### src/accum_pkg.sv
// Accumulator subsystem package
// Shared widths, queue kinds, operation codes and the request format

package accum_pkg;

  // --------------------------------------------------
  // Widths
  // --------------------------------------------------

  // Operand and running-sum width, fixed for the design
  localparam int DATA_W = 16;

  // --------------------------------------------------
  // Queue kinds
  // --------------------------------------------------

  // Pipe: a full queue takes a new entry while one leaves
  // Bypass: an empty queue hands the entering message straight out
  typedef enum logic [1:0] {
    QUEUE_NORMAL = 2'b00,
    QUEUE_PIPE   = 2'b01,
    QUEUE_BYPASS = 2'b10
  } queue_kind_e;

  // --------------------------------------------------
  // Accumulator requests
  // --------------------------------------------------

  // Three operations, code 2'b11 unused
  typedef enum logic [1:0] {
    OP_ADD   = 2'b00,  // sum += data
    OP_CLEAR = 2'b01,  // sum = 0
    OP_READ  = 2'b10   // sum unchanged
  } accum_op_e;

  // Request payload, op in the upper two bits
  typedef struct packed {
    accum_op_e         op;
    logic [DATA_W-1:0] data;
  } accum_req_t;

endpackage

### src/queue_store.sv
// Queue storage
// Entry array with one write port, one combinational read port and an optional bypass mux

module queue_store #(
  parameter type msg_t     = logic,
  parameter int  NUM_MSGS  = 2,
  parameter bit  BYPASS_EN = 1'b0
) (
  input  logic                        clk,
  input  logic                        write_en,
  input  logic [$clog2(NUM_MSGS)-1:0] write_addr,
  input  logic [$clog2(NUM_MSGS)-1:0] read_addr,
  input  logic                        bypass_sel,
  input  msg_t                        enq_msg,
  output msg_t                        deq_msg
);

  // --------------------------------------------------
  // Storage array
  // --------------------------------------------------

  // Payload only, the control side tracks which entries are live
  msg_t mem [NUM_MSGS];
  msg_t read_msg;

  always_ff @(posedge clk) begin
    if (write_en) begin
      mem[write_addr] <= enq_msg;
    end
  end

  // Head of queue, read without a register stage
  assign read_msg = mem[read_addr];

  // --------------------------------------------------
  // Output select
  // --------------------------------------------------

  // Bypass queues show the incoming message while empty
  // BYPASS_EN is a constant, so other kinds reduce to the array read
  assign deq_msg = (BYPASS_EN && bypass_sel) ? enq_msg : read_msg;

endmodule

### src/msg_queue.sv
// Multi-entry valid/ready message queue
// Pointer and full-flag control around queue_store, with normal, pipe or bypass behavior

module msg_queue #(
  parameter type                    msg_t    = logic,
  parameter int                     NUM_MSGS = 2,
  parameter accum_pkg::queue_kind_e KIND     = accum_pkg::QUEUE_NORMAL
) (
  input  logic                      clk,
  input  logic                      rst_n,

  // Producer side
  input  logic                      enq_val,
  output logic                      enq_rdy,
  input  msg_t                      enq_msg,

  // Consumer side
  output logic                      deq_val,
  input  logic                      deq_rdy,
  output msg_t                      deq_msg,

  // Free entries, 0 to NUM_MSGS
  output logic [$clog2(NUM_MSGS):0] num_free
);

  localparam int ADDR_W    = $clog2(NUM_MSGS);
  localparam int CNT_W     = ADDR_W + 1;
  localparam bit PIPE_EN   = (KIND == accum_pkg::QUEUE_PIPE);
  localparam bit BYPASS_EN = (KIND == accum_pkg::QUEUE_BYPASS);

  logic [ADDR_W-1:0] enq_ptr;
  logic [ADDR_W-1:0] deq_ptr;
  logic [ADDR_W-1:0] enq_ptr_inc;
  logic [ADDR_W-1:0] deq_ptr_inc;
  logic              full;
  logic              empty;
  logic              do_enq;
  logic              do_deq;
  logic              do_pipe;
  logic              do_bypass;
  logic              write_en;

  // --------------------------------------------------
  // Handshake and status
  // --------------------------------------------------

  assign do_enq = enq_val && enq_rdy;
  assign do_deq = deq_val && deq_rdy;

  // Equal pointers are ambiguous, the full flag settles it
  assign empty = !full && (enq_ptr == deq_ptr);

  // Pipe: full queue refills in the cycle it drains
  assign do_pipe   = PIPE_EN && full && do_enq && do_deq;
  // Bypass: message goes straight through, storage untouched
  assign do_bypass = BYPASS_EN && empty && do_enq && do_deq;

  // Pipe kind lets deq_rdy open the input combinationally
  assign enq_rdy = !full || (PIPE_EN && deq_rdy);
  // Bypass kind lets enq_val show on the output combinationally
  assign deq_val = !empty || (BYPASS_EN && enq_val);

  assign write_en = do_enq && !do_bypass;

  // --------------------------------------------------
  // Pointers and full flag
  // --------------------------------------------------

  // Wrap at NUM_MSGS, which need not be a power of two
  assign enq_ptr_inc = (enq_ptr == ADDR_W'(NUM_MSGS - 1)) ? '0 : enq_ptr + ADDR_W'(1);
  assign deq_ptr_inc = (deq_ptr == ADDR_W'(NUM_MSGS - 1)) ? '0 : deq_ptr + ADDR_W'(1);

  always_ff @(posedge clk or negedge rst_n) begin
    if (!rst_n) begin
      enq_ptr <= '0;
      deq_ptr <= '0;
      full    <= 1'b0;
    end else begin
      if (write_en) begin
        enq_ptr <= enq_ptr_inc;
      end
      if (do_deq && !do_bypass) begin
        deq_ptr <= deq_ptr_inc;
      end
      // Fills when the write catches up with the read pointer
      if (do_enq && !do_deq && (enq_ptr_inc == deq_ptr)) begin
        full <= 1'b1;
      end else if (do_deq && full && !do_pipe) begin
        full <= 1'b0;
      end
    end
  end

  // Free count from the pointer distance
  always_comb begin
    if (full) begin
      num_free = '0;
    end else if (enq_ptr >= deq_ptr) begin
      num_free = CNT_W'(NUM_MSGS) - CNT_W'(enq_ptr - deq_ptr);
    end else begin
      num_free = CNT_W'(deq_ptr - enq_ptr);
    end
  end

  // --------------------------------------------------
  // Storage
  // --------------------------------------------------

  queue_store #(
    .msg_t    (msg_t),
    .NUM_MSGS (NUM_MSGS),
    .BYPASS_EN(BYPASS_EN)
  ) store (
    .clk       (clk),
    .write_en  (write_en),
    .write_addr(enq_ptr),
    .read_addr (deq_ptr),
    .bypass_sel(empty),
    .enq_msg   (enq_msg),
    .deq_msg   (deq_msg)
  );

endmodule

### src/accum_unit.sv
// Accumulator stage
// Applies add, clear and read requests to a running sum, one response per request

module accum_unit (
  input  logic                           clk,
  input  logic                           rst_n,

  // Requests from the input queue
  input  logic                           in_val,
  output logic                           in_rdy,
  input  accum_pkg::accum_req_t          in_msg,

  // Responses to the output queue
  output logic                           out_val,
  input  logic                           out_rdy,
  output logic [accum_pkg::DATA_W-1:0]   out_data
);

  logic [accum_pkg::DATA_W-1:0] sum;
  logic [accum_pkg::DATA_W-1:0] sum_next;
  logic                         fire;

  // --------------------------------------------------
  // Handshake
  // --------------------------------------------------

  // Pure pass-through of flow control, no internal buffering
  assign in_rdy  = out_rdy;
  assign out_val = in_val;

  // One request consumed and one response produced together
  assign fire = in_val && out_rdy;

  // --------------------------------------------------
  // Sum update
  // --------------------------------------------------

  // Unsigned add, carry out dropped so the sum wraps
  always_comb begin
    case (in_msg.op)
      accum_pkg::OP_ADD:   sum_next = sum + in_msg.data;
      accum_pkg::OP_CLEAR: sum_next = '0;
      accum_pkg::OP_READ:  sum_next = sum;
      default:             sum_next = sum;
    endcase
  end

  // Response is the value the sum takes on this handshake
  assign out_data = sum_next;

  always_ff @(posedge clk or negedge rst_n) begin
    if (!rst_n) begin
      sum <= '0;
    end else if (fire) begin
      sum <= sum_next;
    end
  end

endmodule

### src/accum_top.sv
// Accumulator subsystem top level
// Bypass request queue, accumulator stage and pipe response queue in a chain

module accum_top #(
  parameter int REQ_DEPTH  = 2,
  parameter int RESP_DEPTH = 4
) (
  input  logic                          clk,
  input  logic                          rst_n,

  // Request side
  input  logic                          req_val,
  output logic                          req_rdy,
  input  accum_pkg::accum_op_e          req_op,
  input  logic [accum_pkg::DATA_W-1:0]  req_data,
  output logic [$clog2(REQ_DEPTH):0]    req_free,

  // Response side
  output logic                          resp_val,
  input  logic                          resp_rdy,
  output logic [accum_pkg::DATA_W-1:0]  resp_data
);

  accum_pkg::accum_req_t        req_msg;
  accum_pkg::accum_req_t        in_msg;
  logic                         in_val;
  logic                         in_rdy;
  logic                         out_val;
  logic                         out_rdy;
  logic [accum_pkg::DATA_W-1:0] out_data;

  // Loose request ports into one payload
  assign req_msg.op   = req_op;
  assign req_msg.data = req_data;

  // --------------------------------------------------
  // Input queue, passes through while empty
  // --------------------------------------------------

  msg_queue #(
    .msg_t   (accum_pkg::accum_req_t),
    .NUM_MSGS(REQ_DEPTH),
    .KIND    (accum_pkg::QUEUE_BYPASS)
  ) req_queue (
    .clk     (clk),
    .rst_n   (rst_n),
    .enq_val (req_val),
    .enq_rdy (req_rdy),
    .enq_msg (req_msg),
    .deq_val (in_val),
    .deq_rdy (in_rdy),
    .deq_msg (in_msg),
    .num_free(req_free)
  );

  accum_unit accum (
    .clk     (clk),
    .rst_n   (rst_n),
    .in_val  (in_val),
    .in_rdy  (in_rdy),
    .in_msg  (in_msg),
    .out_val (out_val),
    .out_rdy (out_rdy),
    .out_data(out_data)
  );

  // --------------------------------------------------
  // Output queue, refills while full
  // --------------------------------------------------

  // Free count not needed on this side
  msg_queue #(
    .msg_t   (logic [accum_pkg::DATA_W-1:0]),
    .NUM_MSGS(RESP_DEPTH),
    .KIND    (accum_pkg::QUEUE_PIPE)
  ) resp_queue (
    .clk     (clk),
    .rst_n   (rst_n),
    .enq_val (out_val),
    .enq_rdy (out_rdy),
    .enq_msg (out_data),
    .deq_val (resp_val),
    .deq_rdy (resp_rdy),
    .deq_msg (resp_data),
    .num_free()
  );

endmodule

### config.mk
export PLATFORM = sky130hd
export DESIGN_NAME = accum_top
export DESIGN_NICKNAME = d
export VERILOG_FILES = /design/src/accum_pkg.sv /design/src/queue_store.sv /design/src/msg_queue.sv /design/src/accum_unit.sv /design/src/accum_top.sv
export SDC_FILE = /design/constraint.sdc
export NUM_CORES = 1
export LEC_CHECK = 0
export ABC_AREA = 1
export BUFFER_PORTS_ARGS = -buffer_cell sky130_fd_sc_hd__buf_2
export CORE_AREA = 2 2 124 90
export CTS_BUF_LIST = sky130_fd_sc_hd__clkbuf_4 sky130_fd_sc_hd__clkbuf_8 sky130_fd_sc_hd__clkbuf_16
export DETAILED_ROUTE_END_ITERATION = 8
export DIE_AREA = 0 0 126 92
export GPL_ROUTABILITY_DRIVEN = 1
export PLACE_DENSITY_LB_ADDON = 0.2
export RECOVER_POWER = 25
export SKIP_LAST_GASP = 1
export SLEW_MARGIN = 20
export SYNTH_ARGS = -nofsm -noshare
export SYNTH_HDL_FRONTEND = slang
export SYNTH_SLANG_ARGS = --single-unit
### constraint.sdc
create_clock -name clk -period 3.1 [get_ports clk]
set_input_delay 0.465 -clock clk [delete_from_list [all_inputs] [get_ports clk]]
set_output_delay 0.465 -clock clk [all_outputs]
set_load 0.01 [all_outputs]
**Word level (Yosys, flattened, before mapping)**

Memories as Yosys holds them, arrays and structs flattened.
Cells that the tools add are included.
Widths: inputs -> output; s select.

- Register bits: 24
- Bits in writable memories: 100
- Input bits: 22
- Output and inout port bits: 20
- Memories: 2

Memories:

| memory | words | bits a word | read ports | clocked after memory_dff | wr ports | RTL line | text |
|---|---|---|---|---|---|---|---|
| resp_queue.store.mem | 4 | 16 | 1 | 0 | 1 | queue_store.sv:23 | `msg_t mem [NUM_MSGS];` |
| req_queue.store.mem | 2 | 18 | 1 | 0 | 1 | queue_store.sv:23 |  |

- Add/sub/neg operators: 8
- Order comparisons: 1
- Eq/ne operators: 7
- Mux-type cells: 16
- Reduce and logical (&&, ||, !) cells: 31

Operators with widths:

| operator | number |
|---|---|
| $pmux 16 s2 | 1 |
| $logic_and 1x1->1 | 18 |
| $mux 18 | 1 |
| $add 16x16->16 | 1 |
| $mux 1 | 10 |
| $logic_not 1->1 | 8 |
| $mux 2 | 4 |
| $add 2x1->2 const B | 2 |
| $eq 2x2->1 | 2 |
| $eq 2x2->1 const B | 2 |
| $reduce_bool 2->1 | 2 |
| $sub 1x1->2 | 2 |
| $add 1x1->1 const B | 2 |
| $eq 1x1->1 | 2 |
| $eq 2x1->1 const B | 1 |
| $logic_not 2->1 | 1 |
| $logic_or 1x1->1 | 2 |
| $sub 2x2->2 const A | 1 |
| $ge 1x1->1 | 1 |

**Logic depth before layout (Yosys ltp)**

Gate-level depths: netlist of the first run.

- Word-level depth: 11
- Mapped depth: 20
- Depth with buffers taken out: 18

**Cells and area by module**

A second synthesis of the first run with hierarchy kept.

- Cell total of the unflattened synthesis: 796
- Area, all modules: 6869.1 µm²

By module, submodules not included:

| module | instances | cells each | area each (µm²) | seq. area each (µm²) |
|---|---|---|---|---|
| queue_store at resp_queue.store | 1 | 259 | 2758.9 | 1921.8 |
| accum_unit | 1 | 291 | 1813.0 | 400.4 |
| queue_store at req_queue.store | 1 | 174 | 1754.2 | 1081.0 |
| msg_queue at resp_queue | 1 | 44 | 356.6 | 125.1 |
| msg_queue at req_queue | 1 | 28 | 186.4 | 75.1 |

**Worst setup path after synthesis of the first run**

OpenSTA, ideal clock, no wires.

- Path type: register to register
- Start: register req_queue.enq_ptr
- End: memory resp_queue.store.mem[0][12] (netlist bit) (data pin)
- Data arrival time: 2.494 ns
- Data required time: 2.836 ns
- Slack: 0.342 ns
- Cell stages (with the launch flop): 19
- Period minus slack after synthesis: 2.758 ns
- Cell sequence: dfrtp_1 > inv_1 > nand2_1 > nand3_1 > buf_2 > clkbuf_1 > nor2_1 > a31oi_1 > ha_1 > inv_1 > fa_1 > inv_1 > nand3_1 > nand3_1 > nand3_1 > nand3_1 > nand2_1 > nand2_1 > o21ai_2

- Word-level cells in the longest chain between the ends: 5

RTL lines:

| item | RTL line | text |
|---|---|---|
| from (decl) | msg_queue.sv:31 | `logic [ADDR_W-1:0] enq_ptr;` |
| from (signal assigned) | msg_queue.sv:80 | `enq_ptr <= enq_ptr_inc;` |
| $eq 1x1->1 (*) | msg_queue.sv:51 | `assign empty = !full && (enq_ptr == deq_ptr);` |
| $logic_and 1x1->1 (*) | msg_queue.sv:51 |  |
| $mux 18 (*) | queue_store.sv:41 | `assign deq_msg = (BYPASS_EN && bypass_sel) ? enq_msg : read_msg;` |
| $add 16x16->16, or another cell as far along | accum_unit.sv:41 | `accum_pkg::OP_ADD: sum_next = sum + in_msg.data;` |
| $pmux 16 s2 (*) | accum_unit.sv:40 | `case (in_msg.op)` |
| net accum.out_data, one bit | accum_unit.sv:16 | `output logic [accum_pkg::DATA_W-1:0] out_data` |
| to (decl) | queue_store.sv:23 |  |

Mark *: on every way through the listed nets, which the timed path passes. The rest lies on a longest branch.

**Worst setup path in the final report of the first run**

- Start: register req_queue.enq_ptr
- End: memory resp_queue.store.mem[3][14] (netlist bit) (data pin)

The elaborated chain is that of the path after synthesis.

==> reports/summary.txt, run 1 <==
status: finished, final reports clean
post-synth cell types: 30
Area Growth Syn to Fin: 17.3%
core area: 10,600 um2
Max-Slew Margin vs Limit: 2.08%
final hold viol count: 0
cts bufs inserted: 17
Global Route Usage Sum: 24.4%
delay-heaviest family, CP: simple AND/OR/NAND/NOR gates
clk slew on worst S/H paths: 60 ps
DRC viols: 0
global-route wire length before repair: 21,700 um
final RePlAce weighted congestion: 0.884
share of cells above drive strength 1: 11.5%
antenna violations before repair: 0
PortBufs: 41
Ys Warns: 0
Peak Freq: 0.353 GHz
clock sink count: 124
synthesized area: 6060 um2
largest net degree at the start of global routing: 37
CTS tree: built
via count: 4,582
WP data arrival: 2970 ps
DRT met1 WL: 6200 um
Main synth FF type: edfxtp_1
CTS max path bufs: 2
MaxCap Viol Count: 0
reg2reg setup slack: 260 ps
Final min period: 2840 ps
CP Max Fanout: 16
starting density of the core: 57.3%
Die Ht: 92 um
Detail Route Antenna Nets: 0
metal3 WL: 699 um
Synth async-reset ratio: 19.4%
Syn Inst Count: 631
unrepaired setup endpoints after global routing: false
worst-case clock skew: 8.93 ps
root buffer cell: clkbuf_16
HPWL after DPL: 8920 um
nets@finish: 731
First DRT Iteration DRCs: 335
row count: 32
worst path bufs/invs: 4
Detailed Route WL: 13,400 um
Setup TNS Final: 0 ps
# IOs: 42
cell accounting for the most synthesized area: edfxtp_1
Max Slew Vio Count: 0
part of the cycle the worst path needs: 91.5%
vias in the first global route: 4,512
crit path kind: reg -> reg
Die Wd: 126 um
slowest stage delay, CP: 420 ps
most frequent cell on the critical path: nand2_1
Post-Syn Nets: 677
Via density: 5.49
H-Tree Depth: 4
clock latency on the worst-skew pair: 410 ps
endpoints failing setup: 0
drt wl/cell: 16.1 um
Post-CTS Hold Fix Bufs: 0
Mean Syn Cell Area: 9.60 um2
Critical Path, Cell by Cell: inv_1 -> nand2_1 -> nand3_2 -> buf_12 -> nor2_1 -> a31oi_1 -> ha_1 -> inv_1 -> fa_1 -> inv_1 -> nand4_1 -> nand2_1 -> nand2_1 -> nand2_1 -> nand2_1 -> nand3_1 -> nand2_1
top post-synthesis cells by count: nand2_1 (183), edfxtp_1 (100), nor2_1 (70)
Yosys reg bits: 124
max layer used: met4
top cells by area, synth: edfxtp_1 (50%), nand2_1 (11%), dfrtp_1 (9.9%)
Worst Setup End Kind: flop
die area: 11,600 um2
post-synthesis sequential area ratio: 59.5%
total grt overflow: 0
HP Class: in -> reg
Least-Margin Pin Slew: 1470 ps
Critical-path top delay cell: dfrtp_1
DRT Pass-1 Iters: 6
# diodes: 0
CP Data Required Time: 3230 ps
met2 wire len: 6380 um
Yosys top cell area share: 49.6%
number of synthesized flops with an enable pin: 100
most frequent cell after synthesis: nand2_1
Setup crit start kind: flop
==> area by class of cell <==
cell class,count,area (um2)
clock buffers,18,433
well taps,136,170
clock inverters,14,196
fillers,794,3460
multi-input cells,424,2140
repair buffers,57,332
inverters,61,229
flip-flops and latches,124,3600
==> cells by family (layout without fill, tap and decap cells) <==
logic type      count (synthesis)  after routing  share of synthesized area (%)
compound gates                100            100                           9.52
xor+xnor                       10             10                           1.45
mux                             1              1                          0.165
fa+ha+maj                      24             24                           5.08
simple gates                  289            289                           19.1
buf+inv                        83            150                           5.20
flops                         124            124                           59.5
==> cells in the final DEF (no fill, tap or decap), drive strengths merged, types with 20 or more instances in the layout <==
master / n
ha: 23
o22ai: 20
edfxtp: 100
nor2: 71
nand2: 183
buf: 37
clkbuf: 38
dfrtp: 24
nand3: 26
o21ai: 51
inv: 61
==> routing by layer <==
metal | track usage, % | up-vias
met1 | 32.8 | 2174
met4 | 8.88 | 0
met2 | 39.0 | 150
met3 | 5.89 | 14
met5 | 0 | -
li1 | - | 2244
==> path summary, 6_finish.rpt <==
path / depth (start not counted) / from / end
max reg2reg: 17 / req_queue.enq_ptr / resp_queue.store.mem[3][14]
max in group asynchronous: 1 / rst_n / accum.sum[7]
min in group asynchronous: 1 / rst_n / accum.sum[0]
min: 1 / req_op[0] / req_queue.store.mem[1][16]
min reg2reg: 2 / accum.sum[11] / accum.sum[11]
max: 17 / req_queue.enq_ptr / resp_queue.store.mem[3][14]
==> what timing repair did <==
item,4_1_cts,5_1_grt
buffers inserted,0,0
endpoints found under the setup margin,0,20
gates resized for setup,0,2
hold endpoints to repair,0,0
==> state kept, by name, summed over array words and instances, names as in the netlist <==
signal,cells
resp_queue.store.mem,64
req_queue.store.mem,36
accum.sum,16
resp_queue.deq_ptr,2
resp_queue.enq_ptr,2
req_queue.deq_ptr,1
req_queue.enq_ptr,1
req_queue.full,1
resp_queue.full,1
==> stage by stage <==
step                area, um2  setup slack (ps)  utilization [%]  instances  hold WS (ps)
finish                   7110               263             67.2        834           280
global placement         6470               402             61.2        801           504
floorplan                6060               342                -        631           169
detailed placement       6470               296             61.2        801           505
global route             7110              5.14             67.2        834           282
CTS                      7100               254             67.2        833          66.9
Power of run 1 is not shown: default switching activity piles up to over one toggle a cycle in this logic, so the estimate is an artifact.
==> inputs of run 2 (changes only) <==
Settings changed: CORE_AREA 2 2 124 90 to 2 2 142 103, DIE_AREA 0 0 126 92 to 0 0 144 105.
==> reports/summary.txt, run 2 (synthesis gave the netlist of run 1 again) <==
row count: 36
antenna violations before repair: 0
Post-CTS Hold Fix Bufs: 0
starting density of the core: 44.4%
share of cells above drive strength 1: 11.2%
clock sink count: 124
drt wl/cell: 15.7 um
Area Growth Syn to Fin: 17.0%
unrepaired setup endpoints after global routing: false
CTS tree: built
global-route wire length before repair: 22,600 um
HP Class: in -> reg
total grt overflow: 0
status: finished, violations left
Die Ht: 105 um
most frequent cells in the layout: nand2_1 (183), edfxtp_1 (100), nor2_1 (70)
core area: 13,600 um2
Die Wd: 144 um
Detail Route Antenna Nets: 0
First DRT Iteration DRCs: 322
CP Max Fanout: 15
Max Slew Vio Count: 25
max reg flops: 64
worst-case clock skew: 8.53 ps
Peak Freq: 0.353 GHz
endpoints failing setup: 0
final worst slack: 269 ps
vias in the first global route: 4,358
Via density: 5.01
WP data arrival: 2970 ps
die area: 15,100 um2
Largest Register: resp_queue.store.mem
Global Route Usage Sum: 19.7%
clock latency on the worst-skew pair: 410 ps
# diodes: 0
Max-Slew Margin vs Limit: -5.90%
crit path kind: reg -> reg
reg2reg setup slack: 270 ps
Worst Setup End Kind: flop
FF-to-FF path depth: 15
failing checks: max-capacitance violations, max-slew violations
cts bufs inserted: 17
Setup TNS Final: 0 ps
Setup crit start kind: flop
H-Tree Depth: 4
DRC viols: 0
Hold Path Stages: 1
largest net degree at the start of global routing: 35
# IOs: 42
part of the cycle the worst path needs: 91.3%
final hold viol count: 0
CTS max path bufs: 2
nets@finish: 731
MaxCap Viol Count: 1
final RePlAce weighted congestion: 0.883
Largest regs: resp_queue.store.mem x64, req_queue.store.mem x36, accum.sum x16
pre-CTS WS: 262 ps
commonest non-fill, non-tap cell in the layout: nand2_1
Final min period: 2830 ps
CP Data Required Time: 3240 ps
root buffer cell: clkbuf_16
via count: 4,450
PortBufs: 41
Least-Margin Pin Slew: 1590 ps
Detailed Route WL: 13,900 um
HPWL after DPL: 9260 um
Fillers: 1,227
clk slew on worst S/H paths: 60 ps
DRT Pass-1 Iters: 5
## run 2: layout make-up
class / instances / area, um2 / area share [%]
inverter: 61 / 229 / 3.23
sequential: 124 / 3600 / 50.8
timing repair buffer: 57 / 332 / 4.68
tap: 190 / 238 / 3.35
clock buffer: 19 / 440 / 6.21
clock inverter: 13 / 103 / 1.45
multi-input combinational: 424 / 2140 / 30.3
## run 2: stage by stage
stage               utilization, %  cell area (um2)  instances  hold WS, ps
floorplan                        -             6060        631          169
global placement              47.9             6540        855          504
detailed placement            47.9             6540        855          506
CTS                           51.9             7080        887         81.2
global route                  51.9             7090        888          274
finish                        51.9             7090        888          284
## run 2: worst paths after layout
| check | to | startpoint |
|---|---|---|
| worst min register to register | accum.sum[11] | accum.sum[11] |
| worst min-delay path | req_queue.store.mem[0][16] | req_op[0] |
| min in group asynchronous | req_queue.enq_ptr | rst_n |
| worst max-delay path | resp_queue.store.mem[0][10] | req_queue.full |
| max in group asynchronous | accum.sum[8] | rst_n |
| worst max register to register | resp_queue.store.mem[0][10] | req_queue.full |
## run 2: worst max-delay path: stages, from the launching register on
cell,delay [ps]
dfrtp_1,410
inv_1,200
nand3_2,210
clkbuf_16,240
a31oi_1,140
ha_1,180
inv_1,50
fa_1,390
inv_1,100
nand4_1,90
nand2_1,160
nand2_1,120
nand2_1,70
nand2_1,40
nand3_1,60
nand2_1,110
## run 2: routing by layer
layer / vias up / wire [um] / GRT usage [%]
li1: 2243 / - / -
met1: 2104 / 6920 / 27.9
met2: 86 / 6360 / 30.2
met3: 17 / 492 / 4.31
met4: 0 / 139 / 5.88
met5: - / 0 / 0
## run 2: what timing repair did
item | 4_1_cts | 5_1_grt
setup endpoints to repair | 0 | 1
buffers inserted | 0 | 0
gates resized for setup | 0 | 1
Power of run 2 is left out for the same reason.
